`config.mk`:
```
export PLATFORM = sky130hd
export DESIGN_NAME = zynq_shell_top
export DESIGN_NICKNAME = d
export VERILOG_FILES = /design/src/logic/zynq_shell_pkg.sv /design/src/logic/mem_req_if.sv /design/src/logic/dram_remap.sv /design/src/logic/mem_profiler.sv /design/src/logic/csr_regs.sv /design/src/logic/zynq_shell_top.sv
export VERILOG_INCLUDE_DIRS = /design/src /design/src/logic
export SDC_FILE = /design/constraint.sdc
export NUM_CORES = 1
export LEC_CHECK = 0
export BUFFER_PORTS_ARGS = -buffer_cell sky130_fd_sc_hd__buf_4
export CAP_MARGIN = 30
export CORE_MARGIN = 1.5
export CORE_UTILIZATION = 30
export DETAILED_ROUTE_END_ITERATION = 16
export PLACE_DENSITY_LB_ADDON = 0.15
export SLEW_MARGIN = 20
export SYNTH_ARGS = -nofsm -noshare
export SYNTH_HDL_FRONTEND = slang
export SYNTH_SLANG_ARGS = --single-unit
```
`constraint.sdc`:
```
create_clock -name aclk -period 5.26 [get_ports aclk]
set_input_delay 1.052 -clock aclk [delete_from_list [all_inputs] [get_ports aclk]]
set_output_delay 1.052 -clock aclk [all_outputs]
set_load 0.005 [all_outputs]
```
`src/logic/zynq_shell_settings.svh`:
```
`ifndef ZYNQ_SHELL_SETTINGS_SVH
`define ZYNQ_SHELL_SETTINGS_SVH

// bus and register widths
`define ZS_ADDR_W      32
`define ZS_DATA_W      32
`define ZS_CSR_ADDR_W  6

// DRAM starts here in the device physical map
`define ZS_DRAM_BASE   32'h8000_0000
// 120 MB above the DRAM base
`define ZS_MEM_LIMIT   32'h0780_0000

`define ZS_REGIONS     128
`define ZS_CNT_W       16

// register byte offsets
`define ZS_REG_CTRL    6'h00
`define ZS_REG_BASE    6'h04
`define ZS_REG_HIGH    6'h08
// the four profiler words follow this one with a stride of 4 bytes
`define ZS_REG_PROF0   6'h10

`endif

```
`src/logic/zynq_shell_pkg.sv`:
```
`default_nettype none

`include "zynq_shell_settings.svh"

package zynq_shell_pkg;

   // one bit per 8 MB region in the profiler map
   typedef logic [6:0] region_t;

   // device address as seen by the profiler
   typedef struct packed {
      logic [1:0]  space;
      region_t     region;
      logic [22:0] offset;
   } dev_addr_fields_t;

   // the remap works on the raw word and the profiler on the fields
   typedef union packed {
      logic [`ZS_ADDR_W-1:0] raw;
      dev_addr_fields_t      fields;
   } dev_addr_u;

endpackage

`default_nettype wire

```
`src/logic/mem_req_if.sv`:
```
`timescale 1ns/1ps
`default_nettype none

`include "zynq_shell_settings.svh"

// a remapped DRAM request with the device region it came from
interface mem_req_if;

   logic                    valid;
   logic                    ready;
   logic [`ZS_ADDR_W-1:0]   addr;
   logic                    write;
   zynq_shell_pkg::region_t region;

   modport src
   (
      output valid
      , output addr
      , output write
      , output region
      , input  ready
   );

   // the profiler only watches the handshake
   modport mon
   (
      input valid
      , input ready
      , input addr
      , input write
      , input region
   );

endinterface

`default_nettype wire

```
`src/logic/dram_remap.sv`:
```
`timescale 1ns/1ps
`default_nettype none

`include "zynq_shell_settings.svh"

module dram_remap
(
   input  logic                      aclk
   , input  logic                    arst_n_i
   , input  logic                    req_valid_i
   , input  logic                    req_write_i
   , input  zynq_shell_pkg::dev_addr_u req_addr_i
   , output logic                    req_ready_o
   , input  logic [`ZS_ADDR_W-1:0]   dram_base_i
   , output logic [`ZS_CNT_W-1:0]    high_count_o
   , mem_req_if.src                  out
);

   logic                  accept;
   logic                  is_high;
   logic [`ZS_ADDR_W-1:0] dram_offset;
   logic [`ZS_ADDR_W-1:0] host_addr;

   // take a new request when the stage is empty or drains this cycle
   assign req_ready_o = ~out.valid | out.ready;
   assign accept      = req_valid_i & req_ready_o;

   // flipping bit 31 turns the device DRAM address into an offset from its base
   assign dram_offset = req_addr_i.raw ^ `ZS_DRAM_BASE;
   assign host_addr   = dram_offset + dram_base_i;
   assign is_high     = dram_offset >= `ZS_MEM_LIMIT;

   always_ff @(posedge aclk or negedge arst_n_i)
   begin
      if (!arst_n_i)
      begin
         out.valid <= 1'b0;
      end
      else if (accept)
      begin
         out.valid <= 1'b1;
      end
      else if (out.ready)
      begin
         out.valid <= 1'b0;
      end
   end

   // payload only loads on acceptance so it holds under back-pressure
   always_ff @(posedge aclk)
   begin
      if (accept)
      begin
         out.addr   <= host_addr;
         out.write  <= req_write_i;
         out.region <= req_addr_i.fields.region;
      end
   end

   // saturating count of accepted requests beyond the memory limit
   always_ff @(posedge aclk or negedge arst_n_i)
   begin
      if (!arst_n_i)
      begin
         high_count_o <= '0;
      end
      else if (accept && is_high && (high_count_o != {`ZS_CNT_W{1'b1}}))
      begin
         high_count_o <= high_count_o + 1'b1;
      end
   end

endmodule

`default_nettype wire

```
`src/logic/mem_profiler.sv`:
```
`timescale 1ns/1ps
`default_nettype none

`include "zynq_shell_settings.svh"

module mem_profiler
(
   input  logic                    aclk
   , input  logic                  arst_n_i
   , input  logic                  dev_run_i
   , mem_req_if.mon                req
   , output logic [`ZS_REGIONS-1:0] prof_map_o
);

   logic                    fire;
   zynq_shell_pkg::region_t hit_idx;
   logic [`ZS_REGIONS-1:0]  hit_vec;

   assign fire    = req.valid & req.ready;
   assign hit_idx = req.region;

   // one-hot mark for the region being forwarded this cycle
   assign hit_vec = fire ? ({{(`ZS_REGIONS-1){1'b0}}, 1'b1} << hit_idx) : '0;

   // the map is held clear while the device sits in reset
   // so every rerun starts with an empty profile
   always_ff @(posedge aclk or negedge arst_n_i)
   begin
      if (!arst_n_i)
      begin
         prof_map_o <= '0;
      end
      else if (!dev_run_i)
      begin
         prof_map_o <= '0;
      end
      else
      begin
         prof_map_o <= prof_map_o | hit_vec;
      end
   end

endmodule

`default_nettype wire

```
`src/logic/csr_regs.sv`:
```
`timescale 1ns/1ps
`default_nettype none

`include "zynq_shell_settings.svh"

module csr_regs
(
   input  logic                         aclk
   , input  logic                       arst_n_i
   , input  logic [`ZS_CSR_ADDR_W-1:0]  s_axil_awaddr_i
   , input  logic                       s_axil_awvalid_i
   , output logic                       s_axil_awready_o
   , input  logic [`ZS_DATA_W-1:0]      s_axil_wdata_i
   , input  logic [`ZS_DATA_W/8-1:0]    s_axil_wstrb_i
   , input  logic                       s_axil_wvalid_i
   , output logic                       s_axil_wready_o
   , output logic [1:0]                 s_axil_bresp_o
   , output logic                       s_axil_bvalid_o
   , input  logic                       s_axil_bready_i
   , input  logic [`ZS_CSR_ADDR_W-1:0]  s_axil_araddr_i
   , input  logic                       s_axil_arvalid_i
   , output logic                       s_axil_arready_o
   , output logic [`ZS_DATA_W-1:0]      s_axil_rdata_o
   , output logic [1:0]                 s_axil_rresp_o
   , output logic                       s_axil_rvalid_o
   , input  logic                       s_axil_rready_i
   , output logic                       dev_run_o
   , output logic [`ZS_ADDR_W-1:0]      dram_base_o
   , input  logic [`ZS_CNT_W-1:0]       high_count_i
   , input  logic [`ZS_REGIONS-1:0]     prof_map_i
);

   logic                      wr_fire;
   logic                      rd_fire;
   logic [`ZS_CSR_ADDR_W-1:0] wr_off;
   logic [`ZS_CSR_ADDR_W-1:0] rd_off;
   logic [`ZS_DATA_W-1:0]     rd_mux;
   logic                      ctrl_run_q;
   logic [`ZS_ADDR_W-1:0]     dram_base_q;

   // address and data are taken together, once the last response is gone
   assign s_axil_awready_o = s_axil_awvalid_i & s_axil_wvalid_i & ~s_axil_bvalid_o;
   assign s_axil_wready_o  = s_axil_awready_o;
   assign wr_fire          = s_axil_awready_o;
   assign s_axil_bresp_o   = 2'b00;

   assign s_axil_arready_o = ~s_axil_rvalid_o;
   assign rd_fire          = s_axil_arvalid_i & s_axil_arready_o;
   assign s_axil_rresp_o   = 2'b00;

   // registers are word aligned so the low address bits are ignored
   assign wr_off = {s_axil_awaddr_i[`ZS_CSR_ADDR_W-1:2], 2'b00};
   assign rd_off = {s_axil_araddr_i[`ZS_CSR_ADDR_W-1:2], 2'b00};

   assign dev_run_o   = ctrl_run_q;
   assign dram_base_o = dram_base_q;

   always_ff @(posedge aclk or negedge arst_n_i)
   begin
      if (!arst_n_i)
      begin
         ctrl_run_q  <= 1'b0;
         dram_base_q <= '0;
      end
      else if (wr_fire)
      begin
         if (wr_off == `ZS_REG_CTRL && s_axil_wstrb_i[0])
         begin
            ctrl_run_q <= s_axil_wdata_i[0];
         end
         if (wr_off == `ZS_REG_BASE)
         begin
            for (int i = 0; i < `ZS_DATA_W/8; i++)
            begin
               if (s_axil_wstrb_i[i])
               begin
                  dram_base_q[8*i +: 8] <= s_axil_wdata_i[8*i +: 8];
               end
            end
         end
      end
   end

   always_ff @(posedge aclk or negedge arst_n_i)
   begin
      if (!arst_n_i)
      begin
         s_axil_bvalid_o <= 1'b0;
      end
      else if (wr_fire)
      begin
         s_axil_bvalid_o <= 1'b1;
      end
      else if (s_axil_bready_i)
      begin
         s_axil_bvalid_o <= 1'b0;
      end
   end

   // unmapped offsets read back as zero
   always_comb
   begin
      rd_mux = '0;
      case (rd_off)
         `ZS_REG_CTRL: rd_mux = {{(`ZS_DATA_W-1){1'b0}}, ctrl_run_q};
         `ZS_REG_BASE: rd_mux = dram_base_q;
         `ZS_REG_HIGH: rd_mux = {{(`ZS_DATA_W-`ZS_CNT_W){1'b0}}, high_count_i};
         `ZS_REG_PROF0:             rd_mux = prof_map_i[31:0];
         (`ZS_REG_PROF0 + 6'h04):   rd_mux = prof_map_i[63:32];
         (`ZS_REG_PROF0 + 6'h08):   rd_mux = prof_map_i[95:64];
         (`ZS_REG_PROF0 + 6'h0C):   rd_mux = prof_map_i[127:96];
         default:                   rd_mux = '0;
      endcase
   end

   always_ff @(posedge aclk or negedge arst_n_i)
   begin
      if (!arst_n_i)
      begin
         s_axil_rvalid_o <= 1'b0;
      end
      else if (rd_fire)
      begin
         s_axil_rvalid_o <= 1'b1;
      end
      else if (s_axil_rready_i)
      begin
         s_axil_rvalid_o <= 1'b0;
      end
   end

   // read data is captured with the address and held until rready
   always_ff @(posedge aclk)
   begin
      if (rd_fire)
      begin
         s_axil_rdata_o <= rd_mux;
      end
   end

endmodule

`default_nettype wire

```
`src/logic/zynq_shell_top.sv`:
```
`timescale 1ns/1ps
`default_nettype none

`include "zynq_shell_settings.svh"

module zynq_shell_top
(
   input  logic                         aclk
   , input  logic                       arst_n_i
   , input  logic [`ZS_CSR_ADDR_W-1:0]  s_axil_awaddr_i
   , input  logic                       s_axil_awvalid_i
   , output logic                       s_axil_awready_o
   , input  logic [`ZS_DATA_W-1:0]      s_axil_wdata_i
   , input  logic [`ZS_DATA_W/8-1:0]    s_axil_wstrb_i
   , input  logic                       s_axil_wvalid_i
   , output logic                       s_axil_wready_o
   , output logic [1:0]                 s_axil_bresp_o
   , output logic                       s_axil_bvalid_o
   , input  logic                       s_axil_bready_i
   , input  logic [`ZS_CSR_ADDR_W-1:0]  s_axil_araddr_i
   , input  logic                       s_axil_arvalid_i
   , output logic                       s_axil_arready_o
   , output logic [`ZS_DATA_W-1:0]      s_axil_rdata_o
   , output logic [1:0]                 s_axil_rresp_o
   , output logic                       s_axil_rvalid_o
   , input  logic                       s_axil_rready_i
   , input  logic                       dev_req_valid_i
   , output logic                       dev_req_ready_o
   , input  logic [`ZS_ADDR_W-1:0]      dev_req_addr_i
   , input  logic                       dev_req_write_i
   , output logic                       dram_req_valid_o
   , input  logic                       dram_req_ready_i
   , output logic [`ZS_ADDR_W-1:0]      dram_req_addr_o
   , output logic                       dram_req_write_o
   , output logic                       dev_reset_o
);

   logic                   dev_run;
   logic [`ZS_ADDR_W-1:0]  dram_base;
   logic [`ZS_CNT_W-1:0]   high_count;
   logic [`ZS_REGIONS-1:0] prof_map;

   mem_req_if dram_req ();

   assign dram_req.ready   = dram_req_ready_i;
   assign dram_req_valid_o = dram_req.valid;
   assign dram_req_addr_o  = dram_req.addr;
   assign dram_req_write_o = dram_req.write;

   // the device stays in reset until the host sets the run bit
   assign dev_reset_o = ~dev_run;

   csr_regs u_csr
   (
      .aclk                (aclk)
      , .arst_n_i          (arst_n_i)
      , .s_axil_awaddr_i   (s_axil_awaddr_i)
      , .s_axil_awvalid_i  (s_axil_awvalid_i)
      , .s_axil_awready_o  (s_axil_awready_o)
      , .s_axil_wdata_i    (s_axil_wdata_i)
      , .s_axil_wstrb_i    (s_axil_wstrb_i)
      , .s_axil_wvalid_i   (s_axil_wvalid_i)
      , .s_axil_wready_o   (s_axil_wready_o)
      , .s_axil_bresp_o    (s_axil_bresp_o)
      , .s_axil_bvalid_o   (s_axil_bvalid_o)
      , .s_axil_bready_i   (s_axil_bready_i)
      , .s_axil_araddr_i   (s_axil_araddr_i)
      , .s_axil_arvalid_i  (s_axil_arvalid_i)
      , .s_axil_arready_o  (s_axil_arready_o)
      , .s_axil_rdata_o    (s_axil_rdata_o)
      , .s_axil_rresp_o    (s_axil_rresp_o)
      , .s_axil_rvalid_o   (s_axil_rvalid_o)
      , .s_axil_rready_i   (s_axil_rready_i)
      , .dev_run_o         (dev_run)
      , .dram_base_o       (dram_base)
      , .high_count_i      (high_count)
      , .prof_map_i        (prof_map)
   );

   dram_remap u_remap
   (
      .aclk           (aclk)
      , .arst_n_i     (arst_n_i)
      , .req_valid_i  (dev_req_valid_i)
      , .req_write_i  (dev_req_write_i)
      , .req_addr_i   (dev_req_addr_i)
      , .req_ready_o  (dev_req_ready_o)
      , .dram_base_i  (dram_base)
      , .high_count_o (high_count)
      , .out          (dram_req.src)
   );

   mem_profiler u_prof
   (
      .aclk         (aclk)
      , .arst_n_i   (arst_n_i)
      , .dev_run_i  (dev_run)
      , .req        (dram_req.mon)
      , .prof_map_o (prof_map)
   );

endmodule

`default_nettype wire

```
# After elaboration in Yosys (flattened, before gate mapping)

Cells that the tools add are included.

Register bits: 252
Logic and storage cells: 60

Add/sub/neg operators: 2
Order comparisons: 1
Eq/ne operators: 8
Shifts and indexed selects: 1
Muxes and demuxes: 9
Bitwise gates (word level): 12
Reduce and logical (&&, ||, !) cells: 13

Operator list:

| cell                                                                                  | count |
|---|---|
| 128-bit 2-to-1 mux                                                                    | 2 |
| 32-bit case mux with 7 select lines                                                   | 1 |
| 128-bit OR                                                                            | 1 |
| 1-bit by 7-bit << shifter with 128-bit output, first input constant                   | 1 |
| 32-bit adder                                                                          | 1 |
| 32-bit by 27-bit greater-or-equal comparator with 1-bit output, second input constant | 1 |
| 16-bit by 1-bit adder with 16-bit output, second input constant                       | 1 |
| 4-bit by 3-bit equality test with 1-bit output, second input constant                 | 4 |
| 16-bit != test, second input constant                                                 | 1 |
| 6-bit logical NOT                                                                     | 2 |
| 3-bit AND reduction                                                                   | 4 |
| 4-bit by 1-bit equality test with 1-bit output, second input constant                 | 2 |
| 1-bit 2-to-1 mux                                                                      | 6 |
| 2-bit nonzero test                                                                    | 3 |
| 1-bit AND                                                                             | 5 |
| 1-bit NOT                                                                             | 5 |
| 4-bit by 2-bit equality test with 1-bit output, second input constant                 | 1 |
| 1-bit logical AND                                                                     | 3 |
| 2-bit AND reduction                                                                   | 1 |
| 1-bit OR                                                                              | 1 |

# Longest topological paths before layout

Word-level depth: 5
Mapped depth: 9

# Modules after synthesis

Synthesis repeated with hierarchy kept, for this count alone.

Cell total of the unflattened synthesis: 1126
Area, all modules: 13130.1 um^2

Modules (own cells, without submodules):

| module         | instances | cells each | area each (um^2) | seq. area each (um^2) |
|---|---|---|---|---|
| mem_profiler   | 1         | 464        | 5388.9           | 3203.1 |
| csr_regs       | 1         | 313        | 4026.4           | 1836.8 |
| dram_remap     | 1         | 348        | 3711.1           | 1626.6 |
| zynq_shell_top | 1         | 1          | 3.8              | 0.0 |

# Worst setup path before layout

No wires, ideal clock.

Path type: in2reg
Start: in dram_req_ready_i
End: reg u_remap.high_count_o[13]
Arrival time: 3.328 ns
Path slack: 1.809 ns
Stages: 8
Path through: nand2b_1 -> and2_1 -> nand2_1 -> a31oi_4 -> and3_1 -> buf_2 -> nand4_1 -> xnor2_1

Longest elaborated chain between the ends: 4

RTL lines:

| element                         | RTL line             | source |
|---|---|---|
| from (decl)                     | zynq_shell_top.sv:32 | `, input logic dram_req_ready_i` |
| 1-bit OR                        | dram_remap.sv:25     | `assign req_ready_o = ~out.valid \| out.ready;` |
| 1-bit AND                       | dram_remap.sv:26     | `assign accept = req_valid_i & req_ready_o;` |
| via u_remap.accept              | dram_remap.sv:19     | `logic accept;` |
| 1-bit logical AND (2 in series) | dram_remap.sv:67     | `` else if (accept && is_high && (high_count_o != {`ZS_CNT_W{1'b1}})) `` |
| to (signal assigned)            | dram_remap.sv:69     | `high_count_o <= high_count_o + 1'b1;` |
| to (decl)                       | dram_remap.sv:15     | `` , output logic [`ZS_CNT_W-1:0] high_count_o `` |

The timed path passes the listed nets, and every way through them passes these cells.
A chain may end at the register's enable or synchronous reset.

# Worst setup path after layout

Start: in dev_req_addr_i[0]
End: reg u_remap.out.addr[30] (data pin)

Longest elaborated chain between the ends: 1

RTL lines:

| element                   | RTL line             | source |
|---|---|---|
| from (decl)               | zynq_shell_top.sv:29 | `` , input logic [`ZS_ADDR_W-1:0] dev_req_addr_i `` |
| 32-bit adder              | dram_remap.sv:30     | `assign host_addr = dram_offset + dram_base_i;` |
| via u_remap.host_addr[30] | dram_remap.sv:22     | `` logic [`ZS_ADDR_W-1:0] host_addr; `` |
| to (signal assigned)      | dram_remap.sv:54     | `out.addr <= host_addr;` |
| to (decl)                 | mem_req_if.sv:18     | `, output addr` |

The timed path passes the listed nets, and every way through them passes these cells.

==> qor.json <==
{
  "synth_top_cell_area_share": 0.375,
  "groute.usage.overall": 0.179,
  "slew_viols_final": 0,
  "mappedNetlistArea_sq_um": 12000,
  "core_area_sq_um": 39600,
  "timing.critical_path.buf_inv": 1,
  "post_synth_inst_count": 1219,
  "irDropWorstVdd_uv": 185,
  "seq_area_frac_synth": 0.555,
  "slowest_delay_ns": 0.41,
  "run_status": "complete, no violations",
  "area_delta_synth_final_pct": 22.8,
  "floorplan.initialDensity": 0.303,
  "cp-end-kind": "flip-flop",
  "cp.required_ns": 5.57,
  "setup_repair_after_global_routing_missed_its_margin": "false",
  "hold_violations": 0,
  "routed_via_density": 4.93,
  "final_antenna_net_count": 0,
  "finalWorstPathRequiredPeriod_ns": 3.13,
  "longest_clk_path_bufs": 3,
  "path_cells": "buf_4 -> ha_1 -> fa_1 -> a21o_1 -> a221oi_2 -> o21ai_1 -> a21oi_2 -> o22ai_1 -> a31oi_1 -> xnor2_1",
  "floorplan.die.width_um": 203,
  "place.detailed.instances": 1857,
  "critical_path_peak_fanout": 3,
  "setup-violations-final": 0,
  "number_of_synthesized_flops_with_an_enable_pin": 72,
  "cts.htree.levels": 1,
  "min-delay-path-class": "primary input to asynchronous set/reset pin",
  "cts_buffers": 29,
  "synthesis.yosys.warnings": 0,
  "antenna_found_initial": 0,
  "post_route_cells_drive_above_1_share": 0.199,
  "grt.busiest_layer": "met2",
  "global_route_wire_length_before_repair_mm": 56.8,
  "worst_pin_slew_ns": 0.922,
  "final_min_period_over_clock_period": 0.596,
  "drt_wl_total_mm": 37.0,
  "groute.layer.met3.usage": 0.0260,
  "netlist_top_cells_area": "sky130_fd_sc_hd__dfrtp_1 37%, sky130_fd_sc_hd__edfxtp_1 18%, sky130_fd_sc_hd__nor2_1 13%",
  "critPathSlowestCell": "sky130_fd_sc_hd__fa_1",
  "pin_count_of_the_biggest_net_entering_global_routing": 92,
  "cellLeakagePower_uw": 0.00620,
  "finalSetupTns_ns": 0,
  "dr_wl_cell_um": 19.3,
  "clock-sinks": 252,
  "finish.cell_count_without_fillers": 1914,
  "ys_seq_elements": 252,
  "relSlewSlack": 0.385,
  "postCtsSetupBuffers": 0,
  "drv_cap": 0,
  "synthArstFlopShare": 0.714,
  "globalRouteOverflowTotal": 0,
  "groute.layer.met1.usage": 0.247,
  "powerDensity_nw_per_um2": 335,
  "postSynthAreaPerCell_sq_um": 9.86,
  "n_antenna_cell": 0,
  "post_synth_num_cell_types": 57,
  "cts_repair_resize_count": 0,
  "yosysMostFrequentCell": "sky130_fd_sc_hd__nor2_1",
  "cts_hold_buf": 0,
  "portbufs": 158,
  "synth_top_area_cell": "sky130_fd_sc_hd__dfrtp_1",
  "area_post_placement_sq_um": 13800,
  "hpwl_mm": 26.4,
  "first_iter_violations": 712,
  "post-route-cell-area_sq_um": 14800,
  "clk_transition_reported_paths_ns": 0.06,
  "max_freq_ghz": 0.319,
  "skew_ns": 0.0136,
  "die_area_sq_um": 41300,
  "cts_tree": "built",
  "crit_path_start_kind": "primary input",
  "final_weighted_congestion_of_routability_driven_global_placement": 0.855,
  "fin_nets": 1490,
  "fp-row-count": 73,
  "groute.layer.met2.usage": 0.286,
  "post-route-drc-count": 0,
  "path_class": "primary input to flip-flop",
  "synth.top_cells.by_count": "411 x sky130_fd_sc_hd__nor2_1, 180 x sky130_fd_sc_hd__dfrtp_1, 78 x sky130_fd_sc_hd__a22oi_1, 72 x sky130_fd_sc_hd__edfxtp_1, 64 x sky130_fd_sc_hd__nand2_1",
  "clk-insertion-delay-late_ns": 0.56,
  "die_h_um": 203,
  "critPathTopFamily": "compound AO/OA/AOI/OAI gates",
  "io_pins": 167,
  "vias_in_the_first_global_route": 9525,
  "vias": 9438,
  "synthFlopType": "sky130_fd_sc_hd__dfrtp_1",
  "worstPathArrival_ns": 3.44,
  "clockRootBuffer": "sky130_fd_sc_hd__clkbuf_16",
  "drt_pass_1_iters": 5
}
cell families after synthesis:
group / Yosys count / share of synthesized area
xor gates and xnor gates: 43 / 0.0313
adders and majority gates: 33 / 0.0350
and+or+nand+nor: 567 / 0.193
buffers and inverters: 71 / 0.0241
AOI/OAI and AO/OA: 200 / 0.113
other: 1 / 0.000312
muxes: 52 / 0.0488
DFF: 252 / 0.555
layout make-up:
type | count | area (sq um)
clock buffers | 44 | 822
clock inverters | 9 | 95.1
fillers | 4021 | 24900
inverters | 12 | 46.3
multi-input cells | 899 | 5100
flip-flops and latches | 252 | 6670
well taps | 525 | 657
repair buffers | 173 | 1360
cells in the final DEF, fill, tap and decap left out, types with 11 or more instances in the layout:
cell type,count
sky130_fd_sc_hd__ha_1,32
sky130_fd_sc_hd__a21oi_1,41
sky130_fd_sc_hd__clkbuf_1,11
sky130_fd_sc_hd__mux2_2,49
sky130_fd_sc_hd__nand4_1,13
sky130_fd_sc_hd__a22oi_1,78
sky130_fd_sc_hd__dfrtp_1,180
sky130_fd_sc_hd__clkbuf_16,29
sky130_fd_sc_hd__nor2_1,408
sky130_fd_sc_hd__buf_4,167
sky130_fd_sc_hd__xnor2_1,34
sky130_fd_sc_hd__o21ai_0,28
sky130_fd_sc_hd__edfxtp_1,72
sky130_fd_sc_hd__a21o_1,12
sky130_fd_sc_hd__inv_1,11
sky130_fd_sc_hd__nand2_1,64
sky130_fd_sc_hd__nand3_1,35
stage by stage:
| step | util | hold WS [ns] | setup slack (ns) | power (uW) |
|---|---|---|---|---|
| global placement | 0.347 | 0.472 | 1.57 | 3000 |
| floorplan | - | 0.460 | 1.81 | 2670 |
| CTS | 0.370 | 0.496 | 2.17 | 5010 |
| global route | 0.372 | 0.388 | 2.02 | 5170 |
| finish | 0.372 | 0.389 | 2.13 | 4940 |
| detailed placement | 0.347 | 0.485 | 1.58 | 3000 |
registers in the layout, indices dropped and copies added (netlist names), 7 cells and up:
name and flops:
u_csr.dram_base_o 32, u_csr.s_axil_rdata_o 32, u_prof.prof_map_o 128, u_remap.high_count_o 16, u_remap.out.addr 32, u_remap.out.region 7
where the power goes:
group	internal, uW	switching, uW
Clock	1170	807
Combinational	311	414
Sequential	2150	92.5
worst register-to-register path, cell delays in order, from the launching register on:
cell,delay (ns)
sky130_fd_sc_hd__dfrtp_1,0.45
sky130_fd_sc_hd__ha_1,0.26
sky130_fd_sc_hd__fa_1,0.41
sky130_fd_sc_hd__a21o_1,0.22
sky130_fd_sc_hd__a221oi_2,0.35
sky130_fd_sc_hd__o21ai_1,0.19
sky130_fd_sc_hd__a21oi_2,0.33
sky130_fd_sc_hd__o22ai_1,0.21
sky130_fd_sc_hd__a31oi_1,0.26
sky130_fd_sc_hd__xnor2_1,0.09
path summary, 6_finish.rpt:
path	startpoint	depth (start not counted)	slack [ns]	endpoint
max in group asynchronous	arst_n_i	3	3.78	u_remap.high_count_o[10]
min in group aclk	u_prof.prof_map_o[124]	2	0.49	u_prof.prof_map_o[124]
worst max-delay path	dev_req_addr_i[0]	10	2.13	u_remap.out.addr[30]
worst min-delay path	arst_n_i	1	0.39	u_csr.s_axil_bvalid_o
worst max register to register	u_csr.dram_base_o[0]	9	2.26	u_remap.out.addr[30]
worst min register to register	u_prof.prof_map_o[124]	2	0.49	u_prof.prof_map_o[124]
per-layer routing:
layer / part of all wire / up-vias
li1: - / 4508
met1: 0.45 / 4594
met2: 0.46 / 268
met3: 0.056 / 68
met4: 0.030 / 0
met5: 0 / -
Note: power is estimated with default switching activity, not from simulation.
